## src/source/playfield_pkg.sv

```systemverilog
//##################################################
// playfield package
// shared widths, types, depth codes and timing
// constants for the bitmap playfield generator
//##################################################

`default_nettype none

package playfield_pkg;

    typedef logic [15:0] word_t;                // vram data word
    typedef logic [15:0] addr_t;                // vram word address
    typedef logic [7:0]  color_t;               // colour index
    typedef logic [10:0] hres_t;                // horizontal pixel count
    typedef logic [1:0]  rep_t;                 // pixel repeat 0-3

    typedef enum logic [1:0] {
        BPP_1_ATTR = 2'd0,                      // 1 bpp, fore/back attribute per word
        BPP_4      = 2'd1,                      // 4 bpp, 4 pixels per word
        BPP_8      = 2'd2                       // 8 bpp, 2 pixels per word (code 3 alike)
    } bpp_t;

    // index 7 is the leftmost pixel, in the top byte
    typedef color_t [7:0] pixels_t;

    // 1 bpp display word, seen raw or split into attribute and pixel bits
    typedef union packed {
        word_t raw;
        struct packed {
            logic [3:0] fore;                   // colour for set pixel bits
            logic [3:0] back;                   // colour for clear pixel bits
            logic [7:0] pix;                    // bit 7 leftmost
        } attr;
    } attr_word_u;

    typedef struct packed {
        logic   blank;                          // playfield off, hold at start address
        addr_t  start_addr;                     // first display word of the frame
        word_t  line_len;                       // words added per display line
        color_t colorbase;                      // XORed onto every output index
        bpp_t   bpp;                            // bitmap depth
        rep_t   h_repeat;                       // extra cycles per pixel
        rep_t   v_repeat;                       // extra lines per display line
    } pf_ctrl_t;

    typedef struct packed {
        word_t w0;                              // first word, top bits
        word_t w1;
        word_t w2;
        word_t w3;
    } fetch_words_t;

    localparam int OFFSCREEN_WIDTH  = 16;                   // h count before visible area
    localparam int H_SCANOUT_BEGIN  = OFFSCREEN_WIDTH - 2;  // scanout lead for fetch pipeline
    localparam int PIXELS_PER_GROUP = 8;                    // pixels per fetch group

    localparam int WORDS_1BPP = 1;                          // words per group at each depth
    localparam int WORDS_4BPP = 2;
    localparam int WORDS_8BPP = 4;

endpackage

`default_nettype wire

```

## src/source/pf_fetch_ctrl.sv

```systemverilog
//##################################################
// playfield fetch control
// FSM that strobes vram reads for each 8 pixel
// group and collects the returned words
//##################################################

`default_nettype none
`timescale 1ns/10ps

module pf_fetch_ctrl (
    input  wire logic                           clk,
    input  wire logic                           reset_i,
    input  wire playfield_pkg::bpp_t            bpp_i,
    input  wire logic                           mem_fetch_i,
    input  wire logic                           mem_fetch_start_i,
    input  wire playfield_pkg::addr_t           line_start_i,
    input  wire logic                           buf_full_i,
    output      logic                           vram_sel_o,
    output      playfield_pkg::addr_t           vram_addr_o,
    input  wire playfield_pkg::word_t           vram_data_i,
    output      logic                           words_ready_o,
    output      playfield_pkg::fetch_words_t    words_o
);

    typedef enum logic [2:0] {
        FETCH_IDLE,                             // waiting for fetch window
        FETCH_ADDR,                             // strobe word 0 once buffer has room
        FETCH_WAIT,                             // strobe word 1, word 0 in flight
        FETCH_READ_0,                           // capture word 0, strobe word 2
        FETCH_READ_1,                           // capture word 1, strobe word 3
        FETCH_READ_2,                           // capture word 2
        FETCH_READ_3                            // capture word 3
    } fetch_st_t;

    fetch_st_t                      state, state_next;
    playfield_pkg::addr_t           disp_addr, disp_addr_next;   // next display word to read
    playfield_pkg::fetch_words_t    words_next;
    logic [2:0]                     group_words;                 // words in one group
    logic                           issue;                       // strobe a read this cycle
    logic                           initial_grp, initial_next;   // first group of the line
    logic                           ready_next;

    always_comb begin
        case (bpp_i)
            playfield_pkg::BPP_1_ATTR: group_words = 3'(playfield_pkg::WORDS_1BPP);
            playfield_pkg::BPP_4:      group_words = 3'(playfield_pkg::WORDS_4BPP);
            default:                   group_words = 3'(playfield_pkg::WORDS_8BPP);
        endcase
    end

    always_comb begin
        state_next   = state;
        issue        = 1'b0;
        ready_next   = 1'b0;
        initial_next = initial_grp;
        words_next   = words_o;

        if (!mem_fetch_i) begin
            state_next = FETCH_IDLE;                        // window closed, stop
        end else begin
            case (state)
                FETCH_IDLE: begin
                    state_next = FETCH_ADDR;
                end
                FETCH_ADDR: begin
                    if (!buf_full_i) begin
                        issue        = 1'b1;                // word 0
                        ready_next   = !initial_grp;        // hand over previous group
                        initial_next = 1'b0;
                        state_next   = FETCH_WAIT;
                    end
                end
                FETCH_WAIT: begin
                    issue      = group_words > 3'(playfield_pkg::WORDS_1BPP);  // word 1
                    state_next = FETCH_READ_0;
                end
                FETCH_READ_0: begin
                    words_next.w0 = vram_data_i;
                    if (group_words == 3'(playfield_pkg::WORDS_1BPP)) begin
                        state_next = FETCH_ADDR;            // 1 bpp group done
                    end else begin
                        issue      = group_words > 3'(playfield_pkg::WORDS_4BPP);  // word 2
                        state_next = FETCH_READ_1;
                    end
                end
                FETCH_READ_1: begin
                    words_next.w1 = vram_data_i;
                    if (group_words == 3'(playfield_pkg::WORDS_4BPP)) begin
                        state_next = FETCH_ADDR;            // 4 bpp group done
                    end else begin
                        issue      = 1'b1;                  // word 3
                        state_next = FETCH_READ_2;
                    end
                end
                FETCH_READ_2: begin
                    words_next.w2 = vram_data_i;
                    state_next    = FETCH_READ_3;
                end
                FETCH_READ_3: begin
                    words_next.w3 = vram_data_i;
                    state_next    = FETCH_ADDR;             // 8 bpp group done
                end
                default: begin
                    state_next = FETCH_IDLE;
                end
            endcase
        end

        disp_addr_next = issue ? disp_addr + 1'b1 : disp_addr;
    end

    always_ff @(posedge clk) begin
        if (reset_i) begin
            state         <= FETCH_IDLE;
            vram_sel_o    <= 1'b0;
            words_ready_o <= 1'b0;
            initial_grp   <= 1'b0;
        end else begin
            state         <= state_next;
            vram_sel_o    <= issue;                         // registered strobe
            words_ready_o <= ready_next;
            initial_grp   <= initial_next;
            if (mem_fetch_start_i) begin
                initial_grp <= 1'b1;                        // new line, nothing to hand over yet
            end
        end
    end

    always_ff @(posedge clk) begin
        if (issue) begin
            vram_addr_o <= disp_addr;                       // registered address
        end
        words_o   <= words_next;
        disp_addr <= mem_fetch_start_i ? line_start_i : disp_addr_next;
    end

    // every strobe was decided inside the fetch window
    a_sel_in_window: assert property (@(posedge clk) disable iff (reset_i)
        vram_sel_o |-> $past(mem_fetch_i));

endmodule

`default_nettype wire

```

## src/source/pf_line_addr.sv

```systemverilog
//##################################################
// playfield line addressing
// line start address and vertical repeat count,
// advanced per line and reloaded per frame
//##################################################

`default_nettype none
`timescale 1ns/10ps

module pf_line_addr (
    input  wire logic                   clk,
    input  wire logic                   reset_i,
    input  wire logic                   blank_i,
    input  wire playfield_pkg::addr_t   start_addr_i,
    input  wire playfield_pkg::word_t   line_len_i,
    input  wire playfield_pkg::rep_t    v_repeat_i,
    input  wire logic                   h_line_last_pixel_i,
    input  wire logic                   last_frame_pixel_i,
    output      playfield_pkg::addr_t   line_start_o
);

    playfield_pkg::rep_t v_count;               // lines left before advancing

    always_ff @(posedge clk) begin
        if (reset_i) begin
            line_start_o <= '0;
            v_count      <= '0;
        end else if (blank_i || last_frame_pixel_i) begin
            line_start_o <= start_addr_i;       // back to top of bitmap
            v_count      <= v_repeat_i;
        end else if (h_line_last_pixel_i) begin
            if (v_count != '0) begin
                v_count <= v_count - 1'b1;      // same data again next line
            end else begin
                v_count      <= v_repeat_i;
                line_start_o <= line_start_o + line_len_i;  // step to next display line
            end
        end
    end

endmodule

`default_nettype wire

```

## src/source/pf_pixel_expand.sv

```systemverilog
//##################################################
// playfield pixel expansion
// turns fetched words into eight colour indices
// by depth and keeps the buffer full flag
//##################################################

`default_nettype none
`timescale 1ns/10ps

module pf_pixel_expand (
    input  wire logic                           clk,
    input  wire logic                           reset_i,
    input  wire playfield_pkg::bpp_t            bpp_i,
    input  wire logic                           words_ready_i,
    input  wire playfield_pkg::fetch_words_t    words_i,
    input  wire logic                           buf_take_i,
    input  wire logic                           mem_fetch_start_i,
    output      logic                           buf_full_o,
    output      playfield_pkg::pixels_t         pixels_buf_o
);

    playfield_pkg::pixels_t     pixels;         // expanded group
    playfield_pkg::attr_word_u  attr_word;      // w0 seen as attribute word
    logic [31:0]                nibbles;        // w0 then w1 for 4 bpp

    always_comb begin
        attr_word = words_i.w0;
        nibbles   = {words_i.w0, words_i.w1};
        case (bpp_i)
            playfield_pkg::BPP_1_ATTR: begin
                for (int i = 0; i < 8; i++) begin
                    pixels[i] = {4'h0, attr_word.attr.pix[i] ?
                                 attr_word.attr.fore : attr_word.attr.back};
                end
            end
            playfield_pkg::BPP_4: begin
                for (int i = 0; i < 8; i++) begin
                    pixels[7-i] = {4'h0, nibbles[31-4*i -: 4]};  // leftmost nibble first
                end
            end
            default: begin
                pixels = playfield_pkg::pixels_t'(words_i);      // bytes already in order
            end
        endcase
    end

    always_ff @(posedge clk) begin
        if (reset_i) begin
            buf_full_o <= 1'b0;
        end else if (mem_fetch_start_i) begin
            buf_full_o <= 1'b0;                 // new line, drop leftovers
        end else if (words_ready_i) begin
            buf_full_o <= 1'b1;                 // refill wins over a take
        end else if (buf_take_i) begin
            buf_full_o <= 1'b0;
        end
    end

    always_ff @(posedge clk) begin
        if (words_ready_i) begin
            pixels_buf_o <= pixels;
        end
    end

    // fetch side waits for room, so a full buffer is never overwritten
    a_no_overrun: assert property (@(posedge clk) disable iff (reset_i)
        words_ready_i |-> (!buf_full_o || buf_take_i));

endmodule

`default_nettype wire

```

## src/source/pf_scanout.sv

```systemverilog
//##################################################
// playfield scanout
// visible window, horizontal repeat and pixel
// shift register with colour base and border
//##################################################

`default_nettype none
`timescale 1ns/10ps

module pf_scanout (
    input  wire logic                       clk,
    input  wire logic                       reset_i,
    input  wire playfield_pkg::rep_t        h_repeat_i,
    input  wire playfield_pkg::color_t      colorbase_i,
    input  wire playfield_pkg::color_t      border_color_i,
    input  wire playfield_pkg::hres_t       h_count_i,
    input  wire playfield_pkg::hres_t       vid_left_i,
    input  wire playfield_pkg::hres_t       vid_right_i,
    input  wire logic                       mem_fetch_i,
    input  wire logic                       mem_fetch_start_i,
    input  wire logic                       h_line_last_pixel_i,
    input  wire playfield_pkg::pixels_t     pixels_buf_i,
    output      logic                       buf_take_o,
    output      playfield_pkg::color_t      pf_color_index_o
);

    playfield_pkg::hres_t   start_hcount;       // h count that opens the window
    playfield_pkg::hres_t   end_hcount;         // h count that closes it
    logic                   scanout;            // window active
    logic                   scanout_start;
    logic                   scanout_end;
    logic                   group_end;          // last cycle of the eighth column
    playfield_pkg::rep_t    h_cnt;              // repeat cycles left for this pixel
    logic [2:0]             col;                // pixel column within group
    playfield_pkg::pixels_t pixels;             // shifting pixels, top byte shown

    assign scanout_start = (h_count_i == start_hcount) && mem_fetch_i;
    assign scanout_end   = (h_count_i == end_hcount);
    assign group_end     = scanout && (h_cnt == '0) &&
                           (col == 3'(playfield_pkg::PIXELS_PER_GROUP - 1));
    assign buf_take_o    = scanout_start || group_end;

    assign pf_color_index_o = (scanout ? pixels[7] : border_color_i) ^ colorbase_i;

    always_ff @(posedge clk) begin
        if (reset_i) begin
            scanout      <= 1'b0;
            start_hcount <= '1;                 // out of reach until first line start
            end_hcount   <= '1;
            h_cnt        <= '0;
            col          <= '0;
        end else begin
            if (mem_fetch_start_i) begin
                start_hcount <= playfield_pkg::hres_t'(playfield_pkg::H_SCANOUT_BEGIN)
                                + vid_left_i;
                end_hcount   <= playfield_pkg::hres_t'(playfield_pkg::H_SCANOUT_BEGIN)
                                + vid_right_i;
            end
            if (scanout) begin
                if (h_cnt != '0) begin
                    h_cnt <= h_cnt - 1'b1;      // hold current pixel
                end else begin
                    h_cnt <= h_repeat_i;
                    col   <= col + 1'b1;        // wraps after eighth column
                end
            end
            if (scanout_start) begin
                scanout <= 1'b1;
                h_cnt   <= h_repeat_i;
                col     <= '0;
            end
            if (scanout_end) begin
                scanout <= 1'b0;                // border from here on
            end
        end
    end

    always_ff @(posedge clk) begin
        if (buf_take_o) begin
            pixels <= pixels_buf_i;             // next 8 pixels from buffer
        end else if (scanout && h_cnt == '0) begin
            pixels <= {pixels[6:0], border_color_i};  // next pixel, border fills in
        end
    end

    // a line never carries its window into the next one
    a_window_closed: assert property (@(posedge clk) disable iff (reset_i)
        h_line_last_pixel_i |=> !scanout);

endmodule

`default_nettype wire

```

## src/source/video_playfield.sv

```systemverilog
//##################################################
// video playfield
// bitmap playfield generator, fetch control, line
// addressing, pixel expansion and scanout
//##################################################

`default_nettype none
`timescale 1ns/10ps

module video_playfield (
    input  wire logic                       clk,
    input  wire logic                       reset_i,
    input  wire playfield_pkg::pf_ctrl_t    pf_ctrl_i,
    input  wire logic                       mem_fetch_i,
    input  wire logic                       mem_fetch_start_i,
    input  wire playfield_pkg::hres_t       h_count_i,
    input  wire logic                       h_line_last_pixel_i,
    input  wire logic                       last_frame_pixel_i,
    input  wire playfield_pkg::color_t      border_color_i,
    input  wire playfield_pkg::hres_t       vid_left_i,
    input  wire playfield_pkg::hres_t       vid_right_i,
    output      logic                       vram_sel_o,
    output      playfield_pkg::addr_t       vram_addr_o,
    input  wire playfield_pkg::word_t       vram_data_i,
    output      playfield_pkg::color_t      pf_color_index_o
);

    playfield_pkg::addr_t           line_start;     // current line start address
    logic                           buf_full;       // pixel buffer holds a group
    logic                           buf_take;       // scanout loads the buffer
    logic                           words_ready;    // fetched group handed over
    playfield_pkg::fetch_words_t    words;
    playfield_pkg::pixels_t         pixels_buf;

    pf_fetch_ctrl fetch_i (
        .clk(clk), .reset_i(reset_i), .bpp_i(pf_ctrl_i.bpp),
        .mem_fetch_i(mem_fetch_i), .mem_fetch_start_i(mem_fetch_start_i),
        .line_start_i(line_start), .buf_full_i(buf_full),
        .vram_sel_o(vram_sel_o), .vram_addr_o(vram_addr_o), .vram_data_i(vram_data_i),
        .words_ready_o(words_ready), .words_o(words)
    );

    pf_line_addr line_addr_i (
        .clk(clk), .reset_i(reset_i), .blank_i(pf_ctrl_i.blank),
        .start_addr_i(pf_ctrl_i.start_addr), .line_len_i(pf_ctrl_i.line_len),
        .v_repeat_i(pf_ctrl_i.v_repeat), .h_line_last_pixel_i(h_line_last_pixel_i),
        .last_frame_pixel_i(last_frame_pixel_i), .line_start_o(line_start)
    );

    pf_pixel_expand expand_i (
        .clk(clk), .reset_i(reset_i), .bpp_i(pf_ctrl_i.bpp),
        .words_ready_i(words_ready), .words_i(words), .buf_take_i(buf_take),
        .mem_fetch_start_i(mem_fetch_start_i), .buf_full_o(buf_full),
        .pixels_buf_o(pixels_buf)
    );

    pf_scanout scanout_i (
        .clk(clk), .reset_i(reset_i), .h_repeat_i(pf_ctrl_i.h_repeat),
        .colorbase_i(pf_ctrl_i.colorbase), .border_color_i(border_color_i),
        .h_count_i(h_count_i), .vid_left_i(vid_left_i), .vid_right_i(vid_right_i),
        .mem_fetch_i(mem_fetch_i), .mem_fetch_start_i(mem_fetch_start_i),
        .h_line_last_pixel_i(h_line_last_pixel_i), .pixels_buf_i(pixels_buf),
        .buf_take_o(buf_take), .pf_color_index_o(pf_color_index_o)
    );

endmodule

`default_nettype wire
```

## config.mk

```make
export PLATFORM = sky130hd
export DESIGN_NAME = video_playfield
export DESIGN_NICKNAME = d
export VERILOG_FILES = /design/src/source/playfield_pkg.sv /design/src/source/pf_fetch_ctrl.sv /design/src/source/pf_line_addr.sv /design/src/source/pf_pixel_expand.sv /design/src/source/pf_scanout.sv /design/src/source/video_playfield.sv
export SDC_FILE = /design/constraint.sdc
export NUM_CORES = 1
export LEC_CHECK = 0
export BUFFER_PORTS_ARGS = -buffer_cell sky130_fd_sc_hd__buf_4
export CORE_AREA = 2 2 170 172
export DETAILED_ROUTE_END_ITERATION = 10
export DIE_AREA = 0 0 172 174
export PLACE_DENSITY = 0.67
export RECOVER_POWER = 50
export SYNTH_ARGS = -nofsm -noshare
export SYNTH_HDL_FRONTEND = slang
export SYNTH_SLANG_ARGS = --single-unit
```

## constraint.sdc

```tcl
create_clock -name clk -period 6.19 [get_ports clk]
set_clock_uncertainty 0.1 [all_clocks]
set_input_delay 0.3095 -clock clk [delete_from_list [all_inputs] [get_ports clk]]
set_output_delay 0.3095 -clock clk [all_outputs]
set_load 0.05 [all_outputs]
```

**Yosys cells after proc, flatten, opt, wreduce, memory -nomap -nowiden**

Cells that the tools add are included.

- $add $sub $neg: 7
- $lt $le $gt $ge: 2
- Equal/unequal tests: 15
- Muxes and demuxes: 39
- Bitwise gates (word level): 4
- Reduce and logical (&&, ||, !) cells: 31

Operators with widths:

| operator | count |
|---|---|
| two-way mux 64 bit | 2 |
| case mux 64 bit (2 select lines) | 1 |
| two-way mux 16 bit | 5 |
| two-way mux 4 bit | 8 |
| adder 4 x 11 -> 11 bit, first input constant | 2 |
| == test 11 bit | 2 |
| case mux 3 bit (6 select lines) | 1 |
| nonzero test 2 bit | 9 |
| adder 16 x 1 -> 16 bit, second input constant | 1 |
| adder 16 bit | 1 |
| == test 3 bit, second input constant | 4 |
| two-way mux 2 bit | 6 |
| AND reduction 2 bit | 6 |
| two-way mux 1 bit | 10 |
| OR reduction 2 bit | 5 |
| == test 3 x 2 -> 1 bit, second input constant | 3 |
| two-way mux 3 bit | 3 |
| two-way mux 8 bit | 1 |
| XOR 8 bit | 1 |
| == test 3 x 1 -> 1 bit, second input constant | 2 |
| case mux 3 bit (2 select lines) | 1 |
| zero test 2 bit | 2 |
| inequality test 2 bit, second input constant | 2 |
| case mux 1 bit (4 select lines) | 1 |
| other kinds (13) | 19 |

- Register bits after elaboration: 277
- Logic and storage cells: 132

**Longest topological paths before layout**

- Depth after elaboration: 8
- Gate-level depth with buffers: 9
- Gate-level depth less buffers: 9

**Cells and area by module**

Synthesis repeated with hierarchy kept, for this count alone.

- Cell total of the unflattened synthesis: 980
- Area, all modules: 13018.7 um^2

By module, submodules not included:

| module | instances | cells an instance | area an instance (um^2) | sequential area each (um^2) |
|---|---|---|---|---|
| pf_scanout | 1 | 336 | 4623.2 | 2482.4 |
| pf_fetch_ctrl | 1 | 211 | 3692.3 | 3002.9 |
| pf_pixel_expand | 1 | 245 | 3204.3 | 1941.9 |
| pf_line_addr | 1 | 188 | 1498.9 | 360.3 |

**Least setup slack after synthesis**

No wires, ideal clock.

- Kind: input -> register
- Start: in pf_ctrl_i[14] (netlist bit)
- End: reg line_addr_i.line_start_o[14]
- Setup time: 91 ps
- Arrival time: 2360 ps
- Data required time: 5999 ps
- Path slack: 3639 ps
- Stages on the path: 9
- Buffers on the path: 0
- Cells stage by stage: ha_1 fa_1 a21o_1 a21oi_1 o21ai_0 a221oi_1 o21ai_0 xnor2_1 a311oi_1

- Longest elaborated chain between the ends: 4

RTL lines:

| element | RTL line | source |
|---|---|---|
| from (decl) | video_playfield.sv:13 | `input wire playfield_pkg::pf_ctrl_t pf_ctrl_i,` |
| adder 16 bit | pf_line_addr.sv:36 | `line_start_o <= line_start_o + line_len_i;` |
| two-way mux 16 bit | pf_line_addr.sv:32 | `if (v_count != '0) begin` |
| two-way mux 16 bit | pf_line_addr.sv:31 | `end else if (h_line_last_pixel_i) begin` |
| two-way mux 16 bit | pf_line_addr.sv:28 | `end else if (blank_i \|\| last_frame_pixel_i) begin` |
| to (signal assigned) | pf_line_addr.sv:29 | `line_start_o <= start_addr_i;` |
| to (signal assigned) | pf_line_addr.sv:36 |  |
| to (decl) | pf_line_addr.sv:19 | `output playfield_pkg::addr_t line_start_o` |

Every way passes these cells. The select of a mux whose other input is x is not followed.
A chain may end at the register's enable or synchronous reset.

**Worst setup path in the final report**

- Start: reg fetch_i.words_ready_o
- End: reg expand_i.pixels_buf_o[52] (netlist bit), enable pin

RTL lines:

| element | RTL line | source |
|---|---|---|
| from (decl) | pf_fetch_ctrl.sv:21 | `output logic words_ready_o,` |
| from (signal assigned) | pf_fetch_ctrl.sv:121 | `words_ready_o <= ready_next;` |
| to (signal assigned) | pf_pixel_expand.sv:61 | `pixels_buf_o <= pixels;` |
| to (decl) | pf_pixel_expand.sv:19 | `output playfield_pkg::pixels_t pixels_buf_o` |

No word-level cell between the ends.

==> results list <==
* Routed length per instance: 16.89 um
- The internal portion of the total power is 3.343 mW.
- Vias per cell: 5.177
* Ys flop type: sky130_fd_sc_hd__edfxtp_1
- Hold is met by 12.90 ps.
- The area growth from synthesis to layout is 20.52%.
* Core outline area: 28,240 um2
- The synthesized design contains roughly 220 enable-type register cells.
* CTS tree: built
- Number of primary I/O pins: 135
- Number of clock buffers inserted by TritonCTS: 29
* Cell area after placement: 13,870 um2
- # diodes: 0
- At the worst endpoint, the arrival time is 3530 ps.
- Floorplan die area: about 30,000 um2
- Area fraction of the dominant cell type after synthesis: 53.66%
- Maximum buffer depth of the clock tree: 3
- Fraction of the yosys area taken by sequential cells: 62.13%
* Portion of total power attributed to combinational logic: 8.7%
* Clock transition at the registers of the reported paths: 60 ps
- Buffers placed on the I/O ports in this run total 134.
* Final period utilization: 57.65%
- At the pin with the least slew margin, the transition time is 3513 ps.
- Global routing used between 15 and 20% of the available tracks.
* Number of distinct library cell variants in the gate-level netlist after synthesis: 51
- In this run the tightest slew margin relative to its limit is -134.2%.
- Highest achievable clock rate: around 280 MHz
- Final wirelength: 26,570 um
- The number of endpoints with negative hold slack in the final report is 0.
- The congestion estimate from routability-driven global placement came to 0.9224.
* Count of pins over their slew limit: 127
- The checks that failed: capacitance limit, slew limit.
* Worst Path Required: between 6000 and 7000 ps
* NetSw: 0.9285 mW
- Before antenna repair, the detailed router went through 5 iterations.
- HP Start: border_color_i[4]
* Post-Syn Area per Cell: about 12 um2
* Total placed cells including tap cells: 1,481
- Fraction of the core area covered by cells at the end of the flow: 53.50%
- Max-cap violations: 2
* Startpoint types: flop
* WS Path Type: flop to flop
- Warnings, synthesis: 0
- Cell chain of the critical path: clkbuf_1
- Library cell contributing the largest single delay on the critical path: sky130_fd_sc_hd__clkbuf_1
- The flow ran to the end, but the final reports show violations.
- The detailed router finished its first iteration with roughly 520 violations.
- # rows: 62
- Antenna violations before repair: 0
* Class of the worst hold path: primary input to flop
- From bottom edge to top edge, the die measures 174 um.
- Width of the die: 172 um
- Along the worst path, the maximum fanout reaches 60.
- Register-to-register setup slack: 2620 ps
* Via count: 8,144
- Antenna Violating Nets Remaining: 0
* Share of final-layout standard cells stronger than drive strength 1: 19.26%
- Root buffer cell: sky130_fd_sc_hd__clkbuf_16
- Cell Pwr Density: 282.7 nW/um2
- The worst setup path is captured at a flop.
- Share of total power consumed by net switching: 21.74%
* RSZ-0062 raised after global routing: false
* Number of remaining DRC errors: 0
- Yosys attributes the largest share of cell area to sky130_fd_sc_hd__edfxtp_1, sky130_fd_sc_hd__dfxtp_1, sky130_fd_sc_hd__mux2_2, sky130_fd_sc_hd__xnor2_1, sky130_fd_sc_hd__mux2i_1.
* Worst Hold Depth: 2
- Count of state elements after synthesis: 277
- Dpl hpwl: 17,710 um
* Register share of total power: between 40% and 50%
- In this run, post-CTS repair resized a total of 0 instances.
* Dominant cell type by area after synthesis: sky130_fd_sc_hd__edfxtp_1
- Endpoint of the worst hold-timing path: scanout_i.pixels[4]$_DFFE_PP_
- Family of cells with the greatest summed delay on the critical path: buffers and inverters
* Time the worst path needs with I/O delays and setup: between 3000 and 4000 ps
- Net count after synthesis: 1,147
- The analysis attributes to cell leakage a power of 5.457 nW.
- Setup violations remaining at the end of the flow were counted as 0.
- In this run, the clock network consumes 42.7% of the power.
- The first global-routing pass estimated 42,220 um of wire.
- Dominant cell by count in the synthesized netlist: sky130_fd_sc_hd__edfxtp_1
- In the synthesized netlist, the cells that appear most often are sky130_fd_sc_hd__edfxtp_1, sky130_fd_sc_hd__nand2_1, sky130_fd_sc_hd__nor2_1, sky130_fd_sc_hd__mux2_2, sky130_fd_sc_hd__o21ai_0.
- Final design instance area without fill: ~15,000 um2
- Non-filler cells in the finished layout: about 1,600
- The worst register-to-register path ends at expand_i.pixels_buf_o[52]$_DFFE_PP_.
- At the end of the flow, the number of nets in the layout was ~1,300.
- Pin count of the biggest net entering global routing: 66
- Sum of overflow across all layers after global routing: 0
- Buffers and inverters on the worst path: 1
- Counting cells, the worst reg-to-reg path comes to 1.
- The via count of the first global-routing pass was 8,133.
- Instance count of the mapped netlist: 1,015
* Biggest cell delay along the critical path: 2510 ps
- The mapped netlist covers 12,530 um2.
- Summed negative setup slack over all endpoints: 0 ps
* Clock sink total: between 200 and 300
- Counting flops with an async set or reset pin after synthesis yields a share of 0%.
- The worst register-to-register path begins at fetch_i.words_ready_o$_SDFF_PP0_.
- Post-CTS timing repair inserted 0 buffers for setup.
* Peak supply drop: approximately 180 uV
- Once the floorplan was initialized, standard cells occupied 44.39% of the core.
- CTS built an H-tree with a depth of 1.
* Insertion delay of the later-clocked pin in the worst-skew pair: between 500 and 600 ps
## per-layer routing
layer	part of all wire (%)	wire length, um	vias to the layer above	global-route usage [%]
met4	1.7	443	0	3.431
li1	-	-	4002	-
met1	43	11320	3877	22.86
met2	50	13160	237	30.66
met5	0	0	-	0
met3	6.2	1645	28	3.893
## area by class of cell
type,instances,area (um2)
fill,2474,13130
sequential,277,7787
multi-input combinational,664,4467
timing repair buffer,183,1320
clock buffer,36,762.0
tap,384,480.5
clock inverter,16,241.5
inverter,13,48.80
## layout by cell type, fill, tap and decap left out, types with 8 or more instances in the layout
cell                            count
sky130_fd_sc_hd__dfxtp_1           53
sky130_fd_sc_hd__or2_2             13
sky130_fd_sc_hd__and2_1            21
sky130_fd_sc_hd__nand3_1           18
sky130_fd_sc_hd__clkbuf_16         29
sky130_fd_sc_hd__clkbuf_1          47
sky130_fd_sc_hd__edfxtp_1         224
sky130_fd_sc_hd__nor3_1            16
sky130_fd_sc_hd__inv_1             13
sky130_fd_sc_hd__nand4_1            8
sky130_fd_sc_hd__xor2_1            14
sky130_fd_sc_hd__and3_1            16
sky130_fd_sc_hd__mux2i_1           34
sky130_fd_sc_hd__nor2_1            72
sky130_fd_sc_hd__dlygate4sd3_1     40
sky130_fd_sc_hd__a21o_1             8
sky130_fd_sc_hd__ha_1              21
sky130_fd_sc_hd__and2_0            11
sky130_fd_sc_hd__xnor2_1           51
sky130_fd_sc_hd__mux2_2            65
sky130_fd_sc_hd__buf_4            100
sky130_fd_sc_hd__a21oi_1           53
sky130_fd_sc_hd__a211o_1            9
sky130_fd_sc_hd__o21ai_0           64
sky130_fd_sc_hd__nand2b_1          14
sky130_fd_sc_hd__nand2_1           88
sky130_fd_sc_hd__a311oi_1           9
## state kept, by name (all words and copies together), names as in the netlist
| name | count |
|---|---|
| expand_i.buf_full_o | 1 |
| expand_i.pixels_buf_o | 64 |
| fetch_i.disp_addr | 16 |
| fetch_i.initial_grp | 1 |
| fetch_i.state | 3 |
| fetch_i.vram_addr_o | 16 |
| fetch_i.vram_sel_o | 1 |
| fetch_i.words_o | 64 |
| fetch_i.words_ready_o | 1 |
| line_addr_i.line_start_o | 16 |
| line_addr_i.v_count | 2 |
| scanout_i.col | 3 |
| scanout_i.end_hcount | 11 |
| scanout_i.h_cnt | 2 |
| scanout_i.pixels | 64 |
| scanout_i.scanout | 1 |
| scanout_i.start_hcount | 11 |
## how the worst max path moves through the flow
stage / from / endpoint / slack, ps / depth (start not counted)
2_1_floorplan: pf_ctrl_i[14] / line_addr_i.line_start_o[14]$_SDFFE_PP0P_ / 3640 / 9
5_1_grt: fetch_i.words_ready_o$_SDFF_PP0_ / expand_i.pixels_buf_o[37]$_DFFE_PP_ / 2350 / 1
6_report: fetch_i.words_ready_o$_SDFF_PP0_ / expand_i.pixels_buf_o[52]$_DFFE_PP_ / 2620 / 1
3_3_place_gp: scanout_i.scanout$_SDFFE_PP0P_ / scanout_i.pixels[7]$_DFFE_PP_ / 2990 / 4
3_5_place_dp: scanout_i.scanout$_SDFFE_PP0P_ / scanout_i.pixels[7]$_DFFE_PP_ / 2900 / 4
4_1_cts: scanout_i.scanout$_SDFFE_PP0P_ / scanout_i.pixels[15]$_DFFE_PP_ / 2880 / 4
## cell families (layout without fill, tap and decap cells)
| family | count (synthesis) | count (layout) | synth area share (%) |
|---|---|---|---|
| and+or+nand+nor | 293 | 293 | 11.20 |
| DFF | 277 | 277 | 62.13 |
| AOI/OAI and AO/OA | 185 | 185 | 9.034 |
| muxes | 99 | 99 | 8.555 |
| buffers and inverters | 74 | 248 | 2.286 |
| xor gates and xnor gates | 65 | 65 | 4.542 |
| adders and majority gates | 22 | 22 | 2.256 |
## power groups by stage
stage	Sequential (mW)	Combinational, mW	Clock (mW)
finish	2.08	0.370	1.82
global route	2.08	0.411	1.93
CTS	2.08	0.379	1.86
detailed placement	2.12	0.355	0
global placement	2.12	0.349	0
floorplan	2.12	0.222	0
## per-stage QoR
step,setup WS (ps),power [mW]
detailed placement,2898,2.472
global placement,2994,2.465
finish,2621,4.271
floorplan,3639,2.338
CTS,2883,4.318
global route,2352,4.428
## timing repair
action	4_1_cts	5_1_grt
hold buffers	40	0
hold endpoints to repair	87	0
setup endpoints to repair	0	0
No activity file was read; power rests on OpenSTA's default activity.
